`src/source/wb_pkg.sv`:
```
package wb_pkg;

   // datapath widths
   localparam int word_w    = 32;
   localparam int mm_w      = 64;
   localparam int cs_word_w = 128;
   localparam int seg_w     = 16;
   localparam int dr_w      = 3;

   // x86 eflags positions
   localparam int flag_cf = 0;
   localparam int flag_zf = 6;

   // control-store single-bit fields
   localparam int cs_ld_gpr3        = 0;
   localparam int cs_ld_seg         = 1;
   localparam int cs_ld_mm          = 2;
   localparam int cs_ld_flags       = 3;
   localparam int cs_ld_eip         = 4;
   localparam int cs_ld_cs          = 5;
   localparam int cs_pop_flags      = 6;
   localparam int cs_push_flags     = 7;
   localparam int cs_save_neip      = 8;
   localparam int cs_save_ncs       = 9;
   localparam int cs_use_temp_neip  = 10;
   localparam int cs_use_temp_ncs   = 11;
   localparam int cs_is_jne         = 12;
   localparam int cs_is_jnbe        = 13;
   localparam int cs_is_cmovc       = 14;
   localparam int cs_is_cmps_first  = 15;
   localparam int cs_is_cmps_second = 16;
   localparam int cs_is_halt        = 17;
   localparam int cs_mm_mem         = 18;

   // multi-bit fields, lsb positions
   localparam int cs_dr3_lsb            = 20;
   localparam int cs_flags_affected_lsb = 32;

   // port 3 always writes a doubleword
   localparam logic [1:0] dr3_datasize = 2'b10;

endpackage

```
`src/source/branch_resolve_wb.sv`:
```
module branch_resolve_wb import wb_pkg::*; (
   input  logic [word_w-1:0] flags,
   input  logic              is_jne,
   input  logic              is_jnbe,
   input  logic              is_cmovc,
   input  logic              ex_ld_gpr2,
   output logic              take_branch,
   output logic              cond_ld_gpr2
);

   logic cf;
   logic zf;
   logic jne_taken;
   logic jnbe_taken;

   assign cf = flags[flag_cf];
   assign zf = flags[flag_zf];

   assign jne_taken  = is_jne & ~zf;
   // above: neither carry nor zero
   assign jnbe_taken = is_jnbe & ~cf & ~zf;

   assign take_branch = jne_taken | jnbe_taken;

   always_comb begin
      if (is_cmovc) begin
         cond_ld_gpr2 = ex_ld_gpr2 & cf;
      end else begin
         cond_ld_gpr2 = ex_ld_gpr2;
      end
   end

   // one condition per micro-op in the control store
   always_comb begin
      a_one_cond: assert (!(is_jne && is_jnbe))
         else $error("branch_resolve_wb: jne and jnbe both set");
   end

endmodule

```
`src/source/commit_validate_wb.sv`:
```
module commit_validate_wb (
   input  logic valid,
   input  logic stall,
   input  logic repne_terminate,
   input  logic is_cmps_second,
   input  logic ex_ld_gpr1,
   input  logic cond_ld_gpr2,
   input  logic ex_dcache_write,
   input  logic ld_gpr3,
   input  logic ld_seg,
   input  logic ld_mm,
   input  logic ld_flags,
   input  logic ld_eip,
   input  logic ld_cs,
   output logic v_ld_gpr1,
   output logic v_ld_gpr2,
   output logic v_ld_gpr3,
   output logic v_ld_seg,
   output logic v_ld_mm,
   output logic v_ld_flags,
   output logic v_ld_eip,
   output logic v_ld_cs,
   output logic v_dcache_req,
   output logic capture
);

   logic ok;
   logic kill;

   // commit only once, in the cycle the write is acked
   assign ok      = valid & ~stall;
   assign capture = ok;

   // terminating cmps keeps only ecx and flags
   assign kill = is_cmps_second & repne_terminate;

   assign v_ld_gpr1  = ok & ex_ld_gpr1 & ~kill;
   assign v_ld_gpr2  = ok & cond_ld_gpr2 & ~kill;
   assign v_ld_gpr3  = ok & ld_gpr3;
   assign v_ld_seg   = ok & ld_seg & ~kill;
   assign v_ld_mm    = ok & ld_mm & ~kill;
   assign v_ld_flags = ok & ld_flags;
   assign v_ld_eip   = ok & ld_eip;
   assign v_ld_cs    = ok & ld_cs;

   // must not depend on stall, stall is built from it
   assign v_dcache_req = valid & ex_dcache_write;

endmodule

```
`src/source/dcache_write_wb.sv`:
```
module dcache_write_wb import wb_pkg::*; (
   input  logic                clk,
   input  logic                rst_n,
   input  logic                write_req,
   input  logic [word_w-1:0]   address,
   input  logic [mm_w-1:0]     data,
   output logic                stall,
   output logic                wb_cyc,
   output logic                wb_stb,
   output logic                wb_we,
   output logic [word_w-1:0]   wb_adr,
   output logic [mm_w-1:0]     wb_dat_o,
   output logic [mm_w/8-1:0]   wb_sel,
   input  logic                wb_ack
);

   logic              pending;
   logic              active;
   logic [word_w-1:0] adr_q;
   logic [mm_w-1:0]   dat_q;

   assign active = write_req | pending;

   always_ff @(posedge clk or negedge rst_n) begin
      if (!rst_n) begin
         pending <= 1'b0;
      end else if (wb_ack) begin
         pending <= 1'b0;
      end else if (write_req) begin
         pending <= 1'b1;
      end
   end

   // hold address and data from the first cycle of the cycle
   always_ff @(posedge clk) begin
      if (write_req && !pending) begin
         adr_q <= address;
         dat_q <= data;
      end
   end

   assign wb_cyc   = active;
   assign wb_stb   = active;
   assign wb_we    = active;
   assign wb_adr   = pending ? adr_q : address;
   assign wb_dat_o = pending ? dat_q : data;
   // always a full quadword
   assign wb_sel   = '1;

   // zero wait states give zero stall cycles
   assign stall = active & ~wb_ack;

   a_ack_in_cyc: assert property (
      @(posedge clk) disable iff (!rst_n) wb_ack |-> wb_cyc
   ) else $error("dcache_write_wb: ack outside a bus cycle");

endmodule

```
`src/source/flags_wb.sv`:
```
module flags_wb import wb_pkg::*; (
   input  logic              clk,
   input  logic              rst_n,
   input  logic              ld_flags,
   input  logic              pop_flags,
   input  logic [word_w-1:0] flags_affected,
   input  logic [word_w-1:0] new_flags,
   input  logic [word_w-1:0] pop_value,
   output logic [word_w-1:0] cur_flags,
   output logic [word_w-1:0] final_flags
);

   logic [word_w-1:0] merged;

   // untouched bits keep their architectural value
   assign merged = (new_flags & flags_affected) | (cur_flags & ~flags_affected);

   always_comb begin
      if (pop_flags) begin
         final_flags = pop_value;
      end else begin
         final_flags = merged;
      end
   end

   always_ff @(posedge clk or negedge rst_n) begin
      if (!rst_n) begin
         cur_flags <= '0;
      end else if (ld_flags) begin
         cur_flags <= final_flags;
      end
   end

   // a committed popf must also load flags in the control store
   a_pop_needs_ld: assert property (
      @(posedge clk) disable iff (!rst_n) pop_flags |-> ld_flags
   ) else $error("flags_wb: pop without flags load");

endmodule

```
`src/source/operand_select_wb.sv`:
```
module operand_select_wb import wb_pkg::*; (
   input  logic              clk,
   input  logic              rst_n,
   input  logic              capture,
   input  logic              is_cmps_first,
   input  logic              save_neip,
   input  logic              save_ncs,
   input  logic              push_flags,
   input  logic              use_temp_neip,
   input  logic              use_temp_ncs,
   input  logic              take_branch,
   input  logic              cond_branch,
   input  logic              repeat_cmps,
   input  logic [word_w-1:0] result_a,
   input  logic [word_w-1:0] result_c,
   input  logic [word_w-1:0] neip,
   input  logic [word_w-1:0] neip_not_taken,
   input  logic [seg_w-1:0]  ncs,
   input  logic [word_w-1:0] flags,
   output logic [word_w-1:0] data1,
   output logic [word_w-1:0] final_eip,
   output logic [seg_w-1:0]  final_cs,
   output logic [word_w-1:0] count
);

   logic [word_w-1:0] temp_eip;
   logic [seg_w-1:0]  temp_cs;

   // pushf and call push ahead of plain results
   always_comb begin
      if (push_flags)     data1 = flags;
      else if (save_neip) data1 = neip;
      else                data1 = result_a;
   end

   always_comb begin
      if (repeat_cmps || use_temp_neip) begin
         final_eip = temp_eip;
      end else if (cond_branch && !take_branch) begin
         final_eip = neip_not_taken;
      end else begin
         final_eip = neip;
      end
   end

   assign final_cs = use_temp_ncs ? temp_cs : ncs;

   always_ff @(posedge clk or negedge rst_n) begin
      if (!rst_n) begin
         temp_eip <= '0;
         temp_cs  <= '0;
         count    <= '0;
      end else if (capture) begin
         if (save_neip)     temp_eip <= neip;
         if (save_ncs)      temp_cs  <= ncs;
         // ecx seen by the first cmps micro-op
         if (is_cmps_first) count    <= result_c;
      end
   end

endmodule

```
`src/source/repne_halt_wb.sv`:
```
module repne_halt_wb import wb_pkg::*; (
   input  logic              valid,
   input  logic              is_halt,
   input  logic              is_cmps_second,
   input  logic              repne,
   input  logic [word_w-1:0] flags,
   input  logic [word_w-1:0] count,
   output logic              halt,
   output logic              repne_terminate
);

   logic count_zero;
   logic stop_cond;

   assign halt = valid & is_halt;

   // count is ecx after the decrement
   assign count_zero = (count == '0);

   // repne stops on a match or when ecx runs out
   assign stop_cond = flags[flag_zf] | count_zero;

   assign repne_terminate = valid & is_cmps_second & repne & stop_cond;

endmodule

```
`src/source/writeback.sv`:
```
module writeback import wb_pkg::*; (
   input  logic                 clk,
   input  logic                 rst_n,
   input  logic                 wb_v,
   input  logic [cs_word_w-1:0] control_store,
   input  logic [word_w-1:0]    neip,
   input  logic [word_w-1:0]    neip_not_taken,
   input  logic [seg_w-1:0]     ncs,
   input  logic [1:0]           datasize,
   input  logic                 ex_ld_gpr1,
   input  logic                 ex_ld_gpr2,
   input  logic                 ex_dcache_write,
   input  logic                 repne,
   input  logic [word_w-1:0]    result_a,
   input  logic [word_w-1:0]    result_b,
   input  logic [word_w-1:0]    result_c,
   input  logic [mm_w-1:0]      result_mm,
   input  logic [word_w-1:0]    flags_in,
   input  logic [dr_w-1:0]      dr1,
   input  logic [dr_w-1:0]      dr2,
   input  logic [word_w-1:0]    address,
   input  logic                 wb_ack,
   output logic [dr_w-1:0]      final_dr1,
   output logic [dr_w-1:0]      final_dr2,
   output logic [dr_w-1:0]      final_dr3,
   output logic [word_w-1:0]    final_data1,
   output logic [word_w-1:0]    final_data2,
   output logic [word_w-1:0]    final_data3,
   output logic                 ld_gpr1,
   output logic                 ld_gpr2,
   output logic                 ld_gpr3,
   output logic [1:0]           final_datasize,
   output logic [1:0]           dr3_datasize_out,
   output logic                 ld_seg,
   output logic [mm_w-1:0]      mm_data,
   output logic                 ld_mm,
   output logic [word_w-1:0]    final_eip,
   output logic                 ld_eip,
   output logic [seg_w-1:0]     final_cs,
   output logic                 ld_cs,
   output logic [word_w-1:0]    final_flags,
   output logic                 ld_flags,
   output logic                 wb_cyc,
   output logic                 wb_stb,
   output logic                 wb_we,
   output logic [word_w-1:0]    wb_adr,
   output logic [mm_w-1:0]      wb_dat_o,
   output logic [mm_w/8-1:0]    wb_sel,
   output logic                 dep_ld_gpr1,
   output logic                 dep_ld_gpr2,
   output logic                 dep_ld_gpr3,
   output logic                 dep_ld_seg,
   output logic                 dep_ld_mm,
   output logic                 dep_dcache_write,
   output logic                 halt,
   output logic                 repne_terminate,
   output logic                 stall,
   output logic                 branch_taken,
   output logic [word_w-1:0]    flags_fwd,
   output logic [word_w-1:0]    count_fwd
);

   logic              is_jne, is_jnbe, is_cmovc;
   logic              is_cmps_first, is_cmps_second;
   logic [word_w-1:0] flags_affected;
   logic [word_w-1:0] cur_flags;
   logic [word_w-1:0] data1;
   logic [word_w-1:0] count;
   logic [mm_w-1:0]   dcache_data;
   logic              take_branch, cond_ld_gpr2, cond_branch, repeat_cmps;
   logic              v_ld_gpr1, v_ld_gpr2, v_ld_gpr3, v_ld_seg, v_ld_mm;
   logic              v_ld_flags, v_ld_eip, v_ld_cs, v_dcache_req, capture;

   assign is_jne         = control_store[cs_is_jne];
   assign is_jnbe        = control_store[cs_is_jnbe];
   assign is_cmovc       = control_store[cs_is_cmovc];
   assign is_cmps_first  = control_store[cs_is_cmps_first];
   assign is_cmps_second = control_store[cs_is_cmps_second];
   assign flags_affected = control_store[cs_flags_affected_lsb +: word_w];

   assign cond_branch = is_jne | is_jnbe;
   // string loop goes back to the saved eip
   assign repeat_cmps = wb_v & is_cmps_second & repne & ~repne_terminate;

   flags_wb flags_i (
      .clk(clk), .rst_n(rst_n), .ld_flags(v_ld_flags),
      // only a committing popf selects the popped value
      .pop_flags(control_store[cs_pop_flags] & capture),
      .flags_affected(flags_affected), .new_flags(flags_in), .pop_value(result_a),
      .cur_flags(cur_flags), .final_flags(final_flags)
   );

   branch_resolve_wb branch_i (
      .flags(cur_flags), .is_jne(is_jne), .is_jnbe(is_jnbe), .is_cmovc(is_cmovc),
      .ex_ld_gpr2(ex_ld_gpr2), .take_branch(take_branch), .cond_ld_gpr2(cond_ld_gpr2)
   );

   repne_halt_wb repne_i (
      .valid(wb_v), .is_halt(control_store[cs_is_halt]), .is_cmps_second(is_cmps_second),
      .repne(repne), .flags(cur_flags), .count(result_c),
      .halt(halt), .repne_terminate(repne_terminate)
   );

   operand_select_wb operand_i (
      .clk(clk), .rst_n(rst_n), .capture(capture), .is_cmps_first(is_cmps_first),
      .save_neip(control_store[cs_save_neip]), .save_ncs(control_store[cs_save_ncs]),
      .push_flags(control_store[cs_push_flags]),
      .use_temp_neip(control_store[cs_use_temp_neip]),
      .use_temp_ncs(control_store[cs_use_temp_ncs]),
      .take_branch(take_branch), .cond_branch(cond_branch), .repeat_cmps(repeat_cmps),
      .result_a(result_a), .result_c(result_c), .neip(neip),
      .neip_not_taken(neip_not_taken), .ncs(ncs), .flags(cur_flags),
      .data1(data1), .final_eip(final_eip), .final_cs(final_cs), .count(count)
   );

   commit_validate_wb commit_i (
      .valid(wb_v), .stall(stall), .repne_terminate(repne_terminate),
      .is_cmps_second(is_cmps_second), .ex_ld_gpr1(ex_ld_gpr1),
      .cond_ld_gpr2(cond_ld_gpr2), .ex_dcache_write(ex_dcache_write),
      .ld_gpr3(control_store[cs_ld_gpr3]), .ld_seg(control_store[cs_ld_seg]),
      .ld_mm(control_store[cs_ld_mm]), .ld_flags(control_store[cs_ld_flags]),
      .ld_eip(control_store[cs_ld_eip]), .ld_cs(control_store[cs_ld_cs]),
      .v_ld_gpr1(v_ld_gpr1), .v_ld_gpr2(v_ld_gpr2), .v_ld_gpr3(v_ld_gpr3),
      .v_ld_seg(v_ld_seg), .v_ld_mm(v_ld_mm), .v_ld_flags(v_ld_flags),
      .v_ld_eip(v_ld_eip), .v_ld_cs(v_ld_cs), .v_dcache_req(v_dcache_req),
      .capture(capture)
   );

   // mmx stores write the full quadword
   assign dcache_data = control_store[cs_mm_mem] ? result_mm : {{(mm_w-word_w){1'b0}}, data1};

   dcache_write_wb dcache_i (
      .clk(clk), .rst_n(rst_n), .write_req(v_dcache_req), .address(address),
      .data(dcache_data), .stall(stall), .wb_cyc(wb_cyc), .wb_stb(wb_stb),
      .wb_we(wb_we), .wb_adr(wb_adr), .wb_dat_o(wb_dat_o), .wb_sel(wb_sel),
      .wb_ack(wb_ack)
   );

   assign final_dr1        = dr1;
   assign final_dr2        = dr2;
   assign final_dr3        = control_store[cs_dr3_lsb +: dr_w];
   assign final_data1      = data1;
   assign final_data2      = result_b;
   assign final_data3      = result_c;
   assign final_datasize   = datasize;
   assign dr3_datasize_out = dr3_datasize;
   assign mm_data          = result_mm;

   assign ld_gpr1  = v_ld_gpr1;
   assign ld_gpr2  = v_ld_gpr2;
   assign ld_gpr3  = v_ld_gpr3;
   assign ld_seg   = v_ld_seg;
   assign ld_mm    = v_ld_mm;
   assign ld_eip   = v_ld_eip;
   assign ld_cs    = v_ld_cs;
   assign ld_flags = v_ld_flags;

   // hazard unit view
   assign dep_ld_gpr1      = v_ld_gpr1;
   assign dep_ld_gpr2      = v_ld_gpr2;
   assign dep_ld_gpr3      = v_ld_gpr3;
   assign dep_ld_seg       = v_ld_seg;
   assign dep_ld_mm        = v_ld_mm;
   assign dep_dcache_write = v_dcache_req;

   assign branch_taken = take_branch;
   assign flags_fwd    = final_flags;
   assign count_fwd    = count;

endmodule

```
`config.mk`:
```
export PLATFORM = sky130hd
export DESIGN_NAME = writeback
export DESIGN_NICKNAME = d
export VERILOG_FILES = /design/src/source/wb_pkg.sv /design/src/source/branch_resolve_wb.sv /design/src/source/commit_validate_wb.sv /design/src/source/dcache_write_wb.sv /design/src/source/flags_wb.sv /design/src/source/operand_select_wb.sv /design/src/source/repne_halt_wb.sv /design/src/source/writeback.sv
export SDC_FILE = /design/constraint.sdc
export NUM_CORES = 1
export LEC_CHECK = 0
export ABC_AREA = 0
export BUFFER_PORTS_ARGS = -buffer_cell sky130_fd_sc_hd__buf_2
export CAP_MARGIN = 20
export CORE_AREA = 2 2 346 348
export DETAILED_ROUTE_END_ITERATION = 10
export DIE_AREA = 0 0 348 350
export GPL_ROUTABILITY_DRIVEN = 0
export PLACE_DENSITY = 0.43
export RECOVER_POWER = 50
export SYNTH_ARGS = -nofsm -noshare
export SYNTH_HDL_FRONTEND = slang
export SYNTH_SLANG_ARGS = --single-unit
```
`constraint.sdc`:
```
create_clock -name clk -period 5.23 [get_ports clk]
set_clock_uncertainty 0.1 [all_clocks]
set_input_delay 0.2615 -clock clk [delete_from_list [all_inputs] [get_ports clk]]
set_output_delay 0.2615 -clock clk [all_outputs]
set_load 0.01 [all_outputs]
```
==> flow_summary.json, run 1 <==
{
  "status": "complete, but fails checks",
  "violations": "max-capacitance violations, max-slew violations",
  "track_usage_pct": 10.1,
  "nFillCells": 13200,
  "hold_viol": 0,
  "crit_slowest_cell": "dfrtp_1",
  "arrival_ns": 3.92,
  "crit_fanout": 29,
  "rsz0062_at_grt": "false",
  "synth_edf_count": 96,
  "ys_types": 37,
  "grt_pass1_vias": 12200,
  "grt_first_pass_wirelength_um": 88500,
  "ys_seq_area_share_pct": 42.9,
  "timing.rr.start": "dcache_i.pending$_DFFE_PN0P_",
  "root_buffer": "clkbuf_16",
  "drive_gt1_share_pct": 44.8,
  "ff2ff_setup_slack_ns": 1.25,
  "routed_wl_um": 65800,
  "drt_pass1_iterations": 4,
  "io_buffers": 719,
  "synth_commonest_cells": "mux2_2, buf_4, dfrtp_1",
  "async_flop_share_pct": 54.1,
  "hold_class": "in2reg",
  "post-synth-top-count-cell": "mux2_2",
  "reg2reg_to": "flags_i.cur_flags[9]$_DFFE_PN0P_",
  "final_nets": 2431,
  "drt-wirelength-per-cell_um": 18.5,
  "ir_drop_mv": 0.233,
  "start_kind": "flop",
  "fmax_mhz": 233,
  "area_growth_pct": 56.7,
  "p_per_area_nw_per_um2": 291,
  "start_util_pct": 11.3,
  "r2r_cells": 7,
  "cts_resized": 0,
  "drv_slew": 56,
  "endpoint": "final_flags[26]",
  "htree_levels": 1,
  "cts.clk_slew.worst_paths_ns": 0.06,
  "place_hpwl_um": 50800,
  "tns_ns": 0,
  "ff_latch_area_um2": 5710,
  "post-route-period-util_pct": 82.0,
  "endpoint_kind": "primary output",
  "ys_ff_latch": 209,
  "syn_avg_cell_area_um2": 11.3,
  "rows": 126,
  "finalSetupViolations": 0,
  "yosysTopAreaCell": "edfxtp_1",
  "path_cells": "nor2_2, o21a_2, nand2_2, buf_4, nor2_1, a31oi_1, buf_2",
  "slew_headroom_pct": -157,
  "final_antenna_net_count": 0,
  "worst_pin_slew_ns": 3.85,
  "cts_sinks": 209,
  "antenna_found_initial": 28,
  "cts_buffer_depth": 3,
  "syn_inst": 1182,
  "boundaryPins": 890,
  "die_h_um": 350,
  "cts_buffers": 31,
  "worstPathRequired_ns": 4.87,
  "drc": 0,
  "synth_top_area_share_pct": 21.7,
  "multi_input_area_um2": 5840,
  "vias_per_cell": 3.46,
  "synth_top_flop_cell": "dfrtp_1",
  "vias": 12300,
  "p_leak_nw": 8.74,
  "dieArea_um2": 122000,
  "grt_remaining_overflow": 0,
  "period_needed_ns": 4.29,
  "clock_latency_ns": 0.63,
  "ys.warnings.count": 0,
  "startpoint": "dcache_i.pending$_DFFE_PN0P_",
  "drt_iter0_drc": 442,
  "die_w_um": 348,
  "synth_area_um2": 13300,
  "cap_violations": 1,
  "crit_type": "reg2out",
  "cts_tree": "done",
  "synthTopCellsByArea": "edfxtp_1, mux2_2, dfrtp_1",
  "grt_max_degree": 66,
  "coreArea_um2": 118000,
  "power_w": 0.00607,
  "critPathMaxStageDelay_ns": 1.18
}
-- worst min-delay path by stage --
| stage | from | endpoint | slack (ns) | cells after the start |
|---|---|---|---|---|
| 2_1_floorplan | rst_n | dcache_i.pending$_DFFE_PN0P_ | -0.13 | 0 |
| 3_3_place_gp | rst_n | operand_i.temp_eip[5]$_DFFE_PN0P_ | 0.23 | 1 |
| 3_5_place_dp | rst_n | operand_i.temp_eip[5]$_DFFE_PN0P_ | 0.24 | 1 |
| 4_1_cts | result_mm[3] | dcache_i.dat_q[3]$_DFFE_PP_ | 0.02 | 2 |
| 5_1_grt | address[8] | dcache_i.adr_q[8]$_DFFE_PP_ | 0.24 | 2 |
| 6_report | result_mm[3] | dcache_i.dat_q[3]$_DFFE_PP_ | 0.24 | 2 |
-- logic make-up (layout without fill, tap and decap cells) --
group                  count (synthesis)  after routing  synth area share (%)
AO/OA/AOI/OAI                        167            167                  7.77
other                                  2             26                0.0565
flip-flops                           209            209                  42.9
buffers and inverters                259           1075                  13.5
AND/OR/NAND/NOR                      225            225                  8.12
multiplexers                         320            320                  27.6
-- metal layers --
layer	wire length [µm]	track usage, %
met1	27300	12.1
met2	30500	16.8
met3	5310	3.09
met4	2640	4.18
met5	79	0
-- layout by cell type, fill, tap and decap left out, types with 5 or more instances in the layout --
cell type,n
buf_2,527
dlygate4sd3_1,273
mux2_2,255
clkbuf_1,198
dfrtp_1,113
nand2_1,97
o21ai_0,96
edfxtp_1,96
nor2_1,34
and2_0,32
mux2i_1,32
a31oi_1,32
a22o_1,32
clkbuf_16,32
nand2b_1,31
mux2_4,30
buf_4,22
diode_2,16
conb_1,10
nor4_1,8
clkbuf_8,6
and2_1,5
-- where the power goes --
| group | internal (W) | switching, W | leakage, nW | total (W) |
|---|---|---|---|---|
| clock | 0.00130 | 0.000884 | 0.515 | 0.00219 |
| combinational | 0.000898 | 0.000930 | 5.96 | 0.00183 |
| sequential | 0.00194 | 0.000115 | 2.26 | 0.00205 |
-- worst max-delay path: cells and delay by family, from the launching register on --
family | cells | cell delay [ns]
compound gates | 2 | 0.73
buf+inv | 2 | 0.49
flops | 1 | 1.18
simple gates | 3 | 0.87
-- through the flow --
stage                     setup slack (ns)  cell area, µm²  utilization, %  hold slack, ns  std cells
after floorplan                       1.32           13300               -          -0.134       1190
after global placement                1.91           17300            14.7           0.230       3213
after detailed placement              1.91           17300            14.7           0.235       3213
after CTS                             1.20           21100            17.9          0.0175       3542
after global routing                 0.634           20800            17.7           0.241       3548
final                                0.944           20800            17.7           0.239       3558
-- cell type report --
class                      count  share of cell area [%]
clock inverter                12                   0.684
sequential                   209                    27.4
clock buffer                  44                    4.35
antenna                       16                   0.192
inverter                       3                  0.0540
timing repair buffer        1016                    30.1
multi-input combinational    722                    28.0
tap                         1536                    9.22
-- state kept, by name, summed over array words and instances (netlist names) --
name,flops
flags_i.cur_flags,32
dcache_i.adr_q,32
operand_i.temp_cs,16
dcache_i.dat_q,64
operand_i.count,32
operand_i.temp_eip,32
dcache_i.pending,1
-- repair_timing --
item,4_1_cts,5_1_grt
endpoints found under the hold margin,261,0
hold buffers,273,0
setup buffers,0,0
setup endpoints to repair,0,0
(Power assumes the default switching activity.)
==> run 2, diff against run 1 <==
==> constraint.sdc (replaced) <==
create_clock -name clk -period 3.6 [get_ports clk]
set_clock_uncertainty 0.1 [all_clocks]
set_input_delay 0.18 -clock clk [delete_from_list [all_inputs] [get_ports clk]]
set_output_delay 0.18 -clock clk [all_outputs]
set_load 0.01 [all_outputs]
==> run 2 against run 1 <==
Against the previous run: the run still ends with max-capacitance violations, max-slew violations left; critical path depth unchanged; setup slack lost 0.62 ns; final area hardly changed; routed wire length decreased by 2.9%; die area is the same; sequential power increased by 45%; critical path type is now reg2reg.
==> flow_summary.json, run 2 (synthesis gave the netlist of run 1 again) <==
{
  "track_usage_pct": 9.85,
  "post-route-period-util_pct": 91.0,
  "grt_remaining_overflow": 0,
  "worstPathRequired_ns": 3.98,
  "coreArea_um2": 118000,
  "final_nets": 2434,
  "layout_common_cells": "buf_2, dlygate4sd3_1, mux2_2, clkbuf_1, dfrtp_1",
  "start_util_pct": 11.3,
  "rows": 126,
  "cts_sinks": 209,
  "arrival_ns": 3.66,
  "antenna_found_initial": 18,
  "regMostFlops": "dcache_i.dat_q",
  "die_h_um": 350,
  "worst_path_dominant_cell_family": "buffers and inverters",
  "swShare_pct": 32.0,
  "grt_max_degree": 99,
  "endpoint_kind": "flop",
  "root_buffer": "clkbuf_16",
  "tns_ns": 0,
  "placed_area_um2": 17400,
  "whs_ns": 0.142,
  "drive_gt1_share_pct": 43.9,
  "drt-wirelength-per-cell_um": 18.0,
  "hold_viol": 0,
  "grt_pass1_vias": 12400,
  "boundaryPins": 890,
  "dp_cells": 3213,
  "layoutNonFillerInstCount": 3552,
  "rsz0062_at_grt": "false",
  "critPathMaxStageDelay_ns": 0.57,
  "cts_buffer_depth": 3,
  "design_area_um2": 20800,
  "critPathBufInv": 3,
  "cts.clk_slew.worst_paths_ns": 0.06,
  "violations": "max-capacitance violations, max-slew violations",
  "ff2ff_setup_slack_ns": 0.32,
  "largest_reg_flops": 64,
  "vias_per_cell": 3.42,
  "slew_headroom_pct": -34.2,
  "period_needed_ns": 3.28,
  "routed_wl_um": 63900,
  "pwr-share-clk_pct": 34.3,
  "cp_common_cell": "dlygate4sd3_1",
  "drt_pass1_iterations": 5,
  "internal_power_w": 0.00584,
  "worst_pin_slew_ns": 2.01,
  "drv_slew": 61,
  "drt_iter0_drc": 401,
  "grt_first_pass_wirelength_um": 87100,
  "finalSetupViolations": 0,
  "htree_levels": 1,
  "ir_drop_mv": 0.364,
  "crit_fanout": 55,
  "cts_setup_buffers": 0,
  "layout_commonest_cell": "buf_2",
  "fmax_mhz": 305,
  "cap_violations": 1,
  "area_growth_pct": 56.7,
  "place_hpwl_um": 48200,
  "die_w_um": 348,
  "cts_buffers": 30,
  "status": "complete, but fails checks",
  "p_switching_w": 0.00275,
  "hold_class": "in2reg",
  "nFillCells": 13300,
  "power_w": 0.00859,
  "cts_tree": "done",
  "crit_type": "reg2reg",
  "p_leak_nw": 8.70,
  "vias": 12100,
  "combPwrFrac_pct": 31.0,
  "p_per_area_nw_per_um2": 412,
  "drc": 0,
  "clock_latency_ns": 0.62,
  "crit_slowest_cell": "o211a_4",
  "p_seq_share_pct": 34.7,
  "start_kind": "flop",
  "path_cells": "nor2_2, o211a_4, buf_4, o21ai_0, dlygate4sd3_1, a22o_1, dlygate4sd3_1",
  "dieArea_um2": 122000,
  "io_buffers": 719,
  "final_antenna_net_count": 0
}
run 2: worst paths after layout:
path                                                     from                            endpoint  depth (start not counted)
max                              dcache_i.pending$_DFFE_PN0P_   flags_i.cur_flags[14]$_DFFE_PN0P_                          7
min                                         control_store[15]      operand_i.count[4]$_DFFE_PN0P_                          4
max reg2reg                      dcache_i.pending$_DFFE_PN0P_   flags_i.cur_flags[14]$_DFFE_PN0P_                          7
min reg2reg                operand_i.temp_eip[14]$_DFFE_PN0P_  operand_i.temp_eip[14]$_DFFE_PN0P_                          1
max in group asynchronous                               rst_n     operand_i.count[18]$_DFFE_PN0P_                          3
min in group asynchronous                               rst_n  operand_i.temp_eip[15]$_DFFE_PN0P_                          2
run 2: area by class of cell:
type / count / area, µm² / share of cell area, %
clock buffer: 48 / 870 / 4.17
timing repair buffer: 1020 / 6350 / 30.5
antenna: 8 / 20.0 / 0.0961
inverter: 3 / 11.3 / 0.0540
clock inverter: 6 / 83.8 / 0.402
sequential: 209 / 5710 / 27.4
multi-input combinational: 722 / 5870 / 28.2
tap: 1536 / 1920 / 9.22
run 2: worst reg2reg max path, stage by stage, from the launching register on:
cell and delay [ns]:
dfrtp_4 0.49, nor2_2 0.16, o211a_4 0.57, buf_4 0.40
o21ai_0 0.10, dlygate4sd3_1 0.57, a22o_1 0.18, dlygate4sd3_1 0.56
run 2: power by group through the flow:
| stage | registers (W) | clock network (W) | logic [W] |
|---|---|---|---|
| 2_1_floorplan | 0.00301 | 0 | 0.00144 |
| 3_3_place_gp | 0.00301 | 0 | 0.00242 |
| 3_5_place_dp | 0.00302 | 0 | 0.00243 |
| 4_1_cts | 0.00297 | 0.00309 | 0.00277 |
| 5_1_grt | 0.00301 | 0.00319 | 0.00287 |
| 6_report | 0.00298 | 0.00295 | 0.00266 |
run 2: metal layers:
layer | track usage, % | routed length [µm] | vias up
li1 | - | - | 5643
met3 | 1.98 | 3830 | 92
met5 | 0 | 35 | -
met2 | 16.6 | 29700 | 537
met1 | 12.4 | 28200 | 5854
met4 | 3.50 | 2100 | 6
run 2: repair_timing:
action / CTS / global route
resized for setup: 1 / 1
hold buffers: 277 / 0
endpoints found under the setup margin: 2 / 2
hold endpoints to repair: 267 / 0
gates cloned: 0 / 0
run 2: stage by stage:
stage | worst slack [ns] | util (%)
2_1_floorplan | 0.773 | -
4_1_cts | 0.0163 | 17.9
3_3_place_gp | 0.727 | 14.7
5_1_grt | 0.122 | 17.7
3_5_place_dp | 0.712 | 14.7
6_report | 0.323 | 17.7
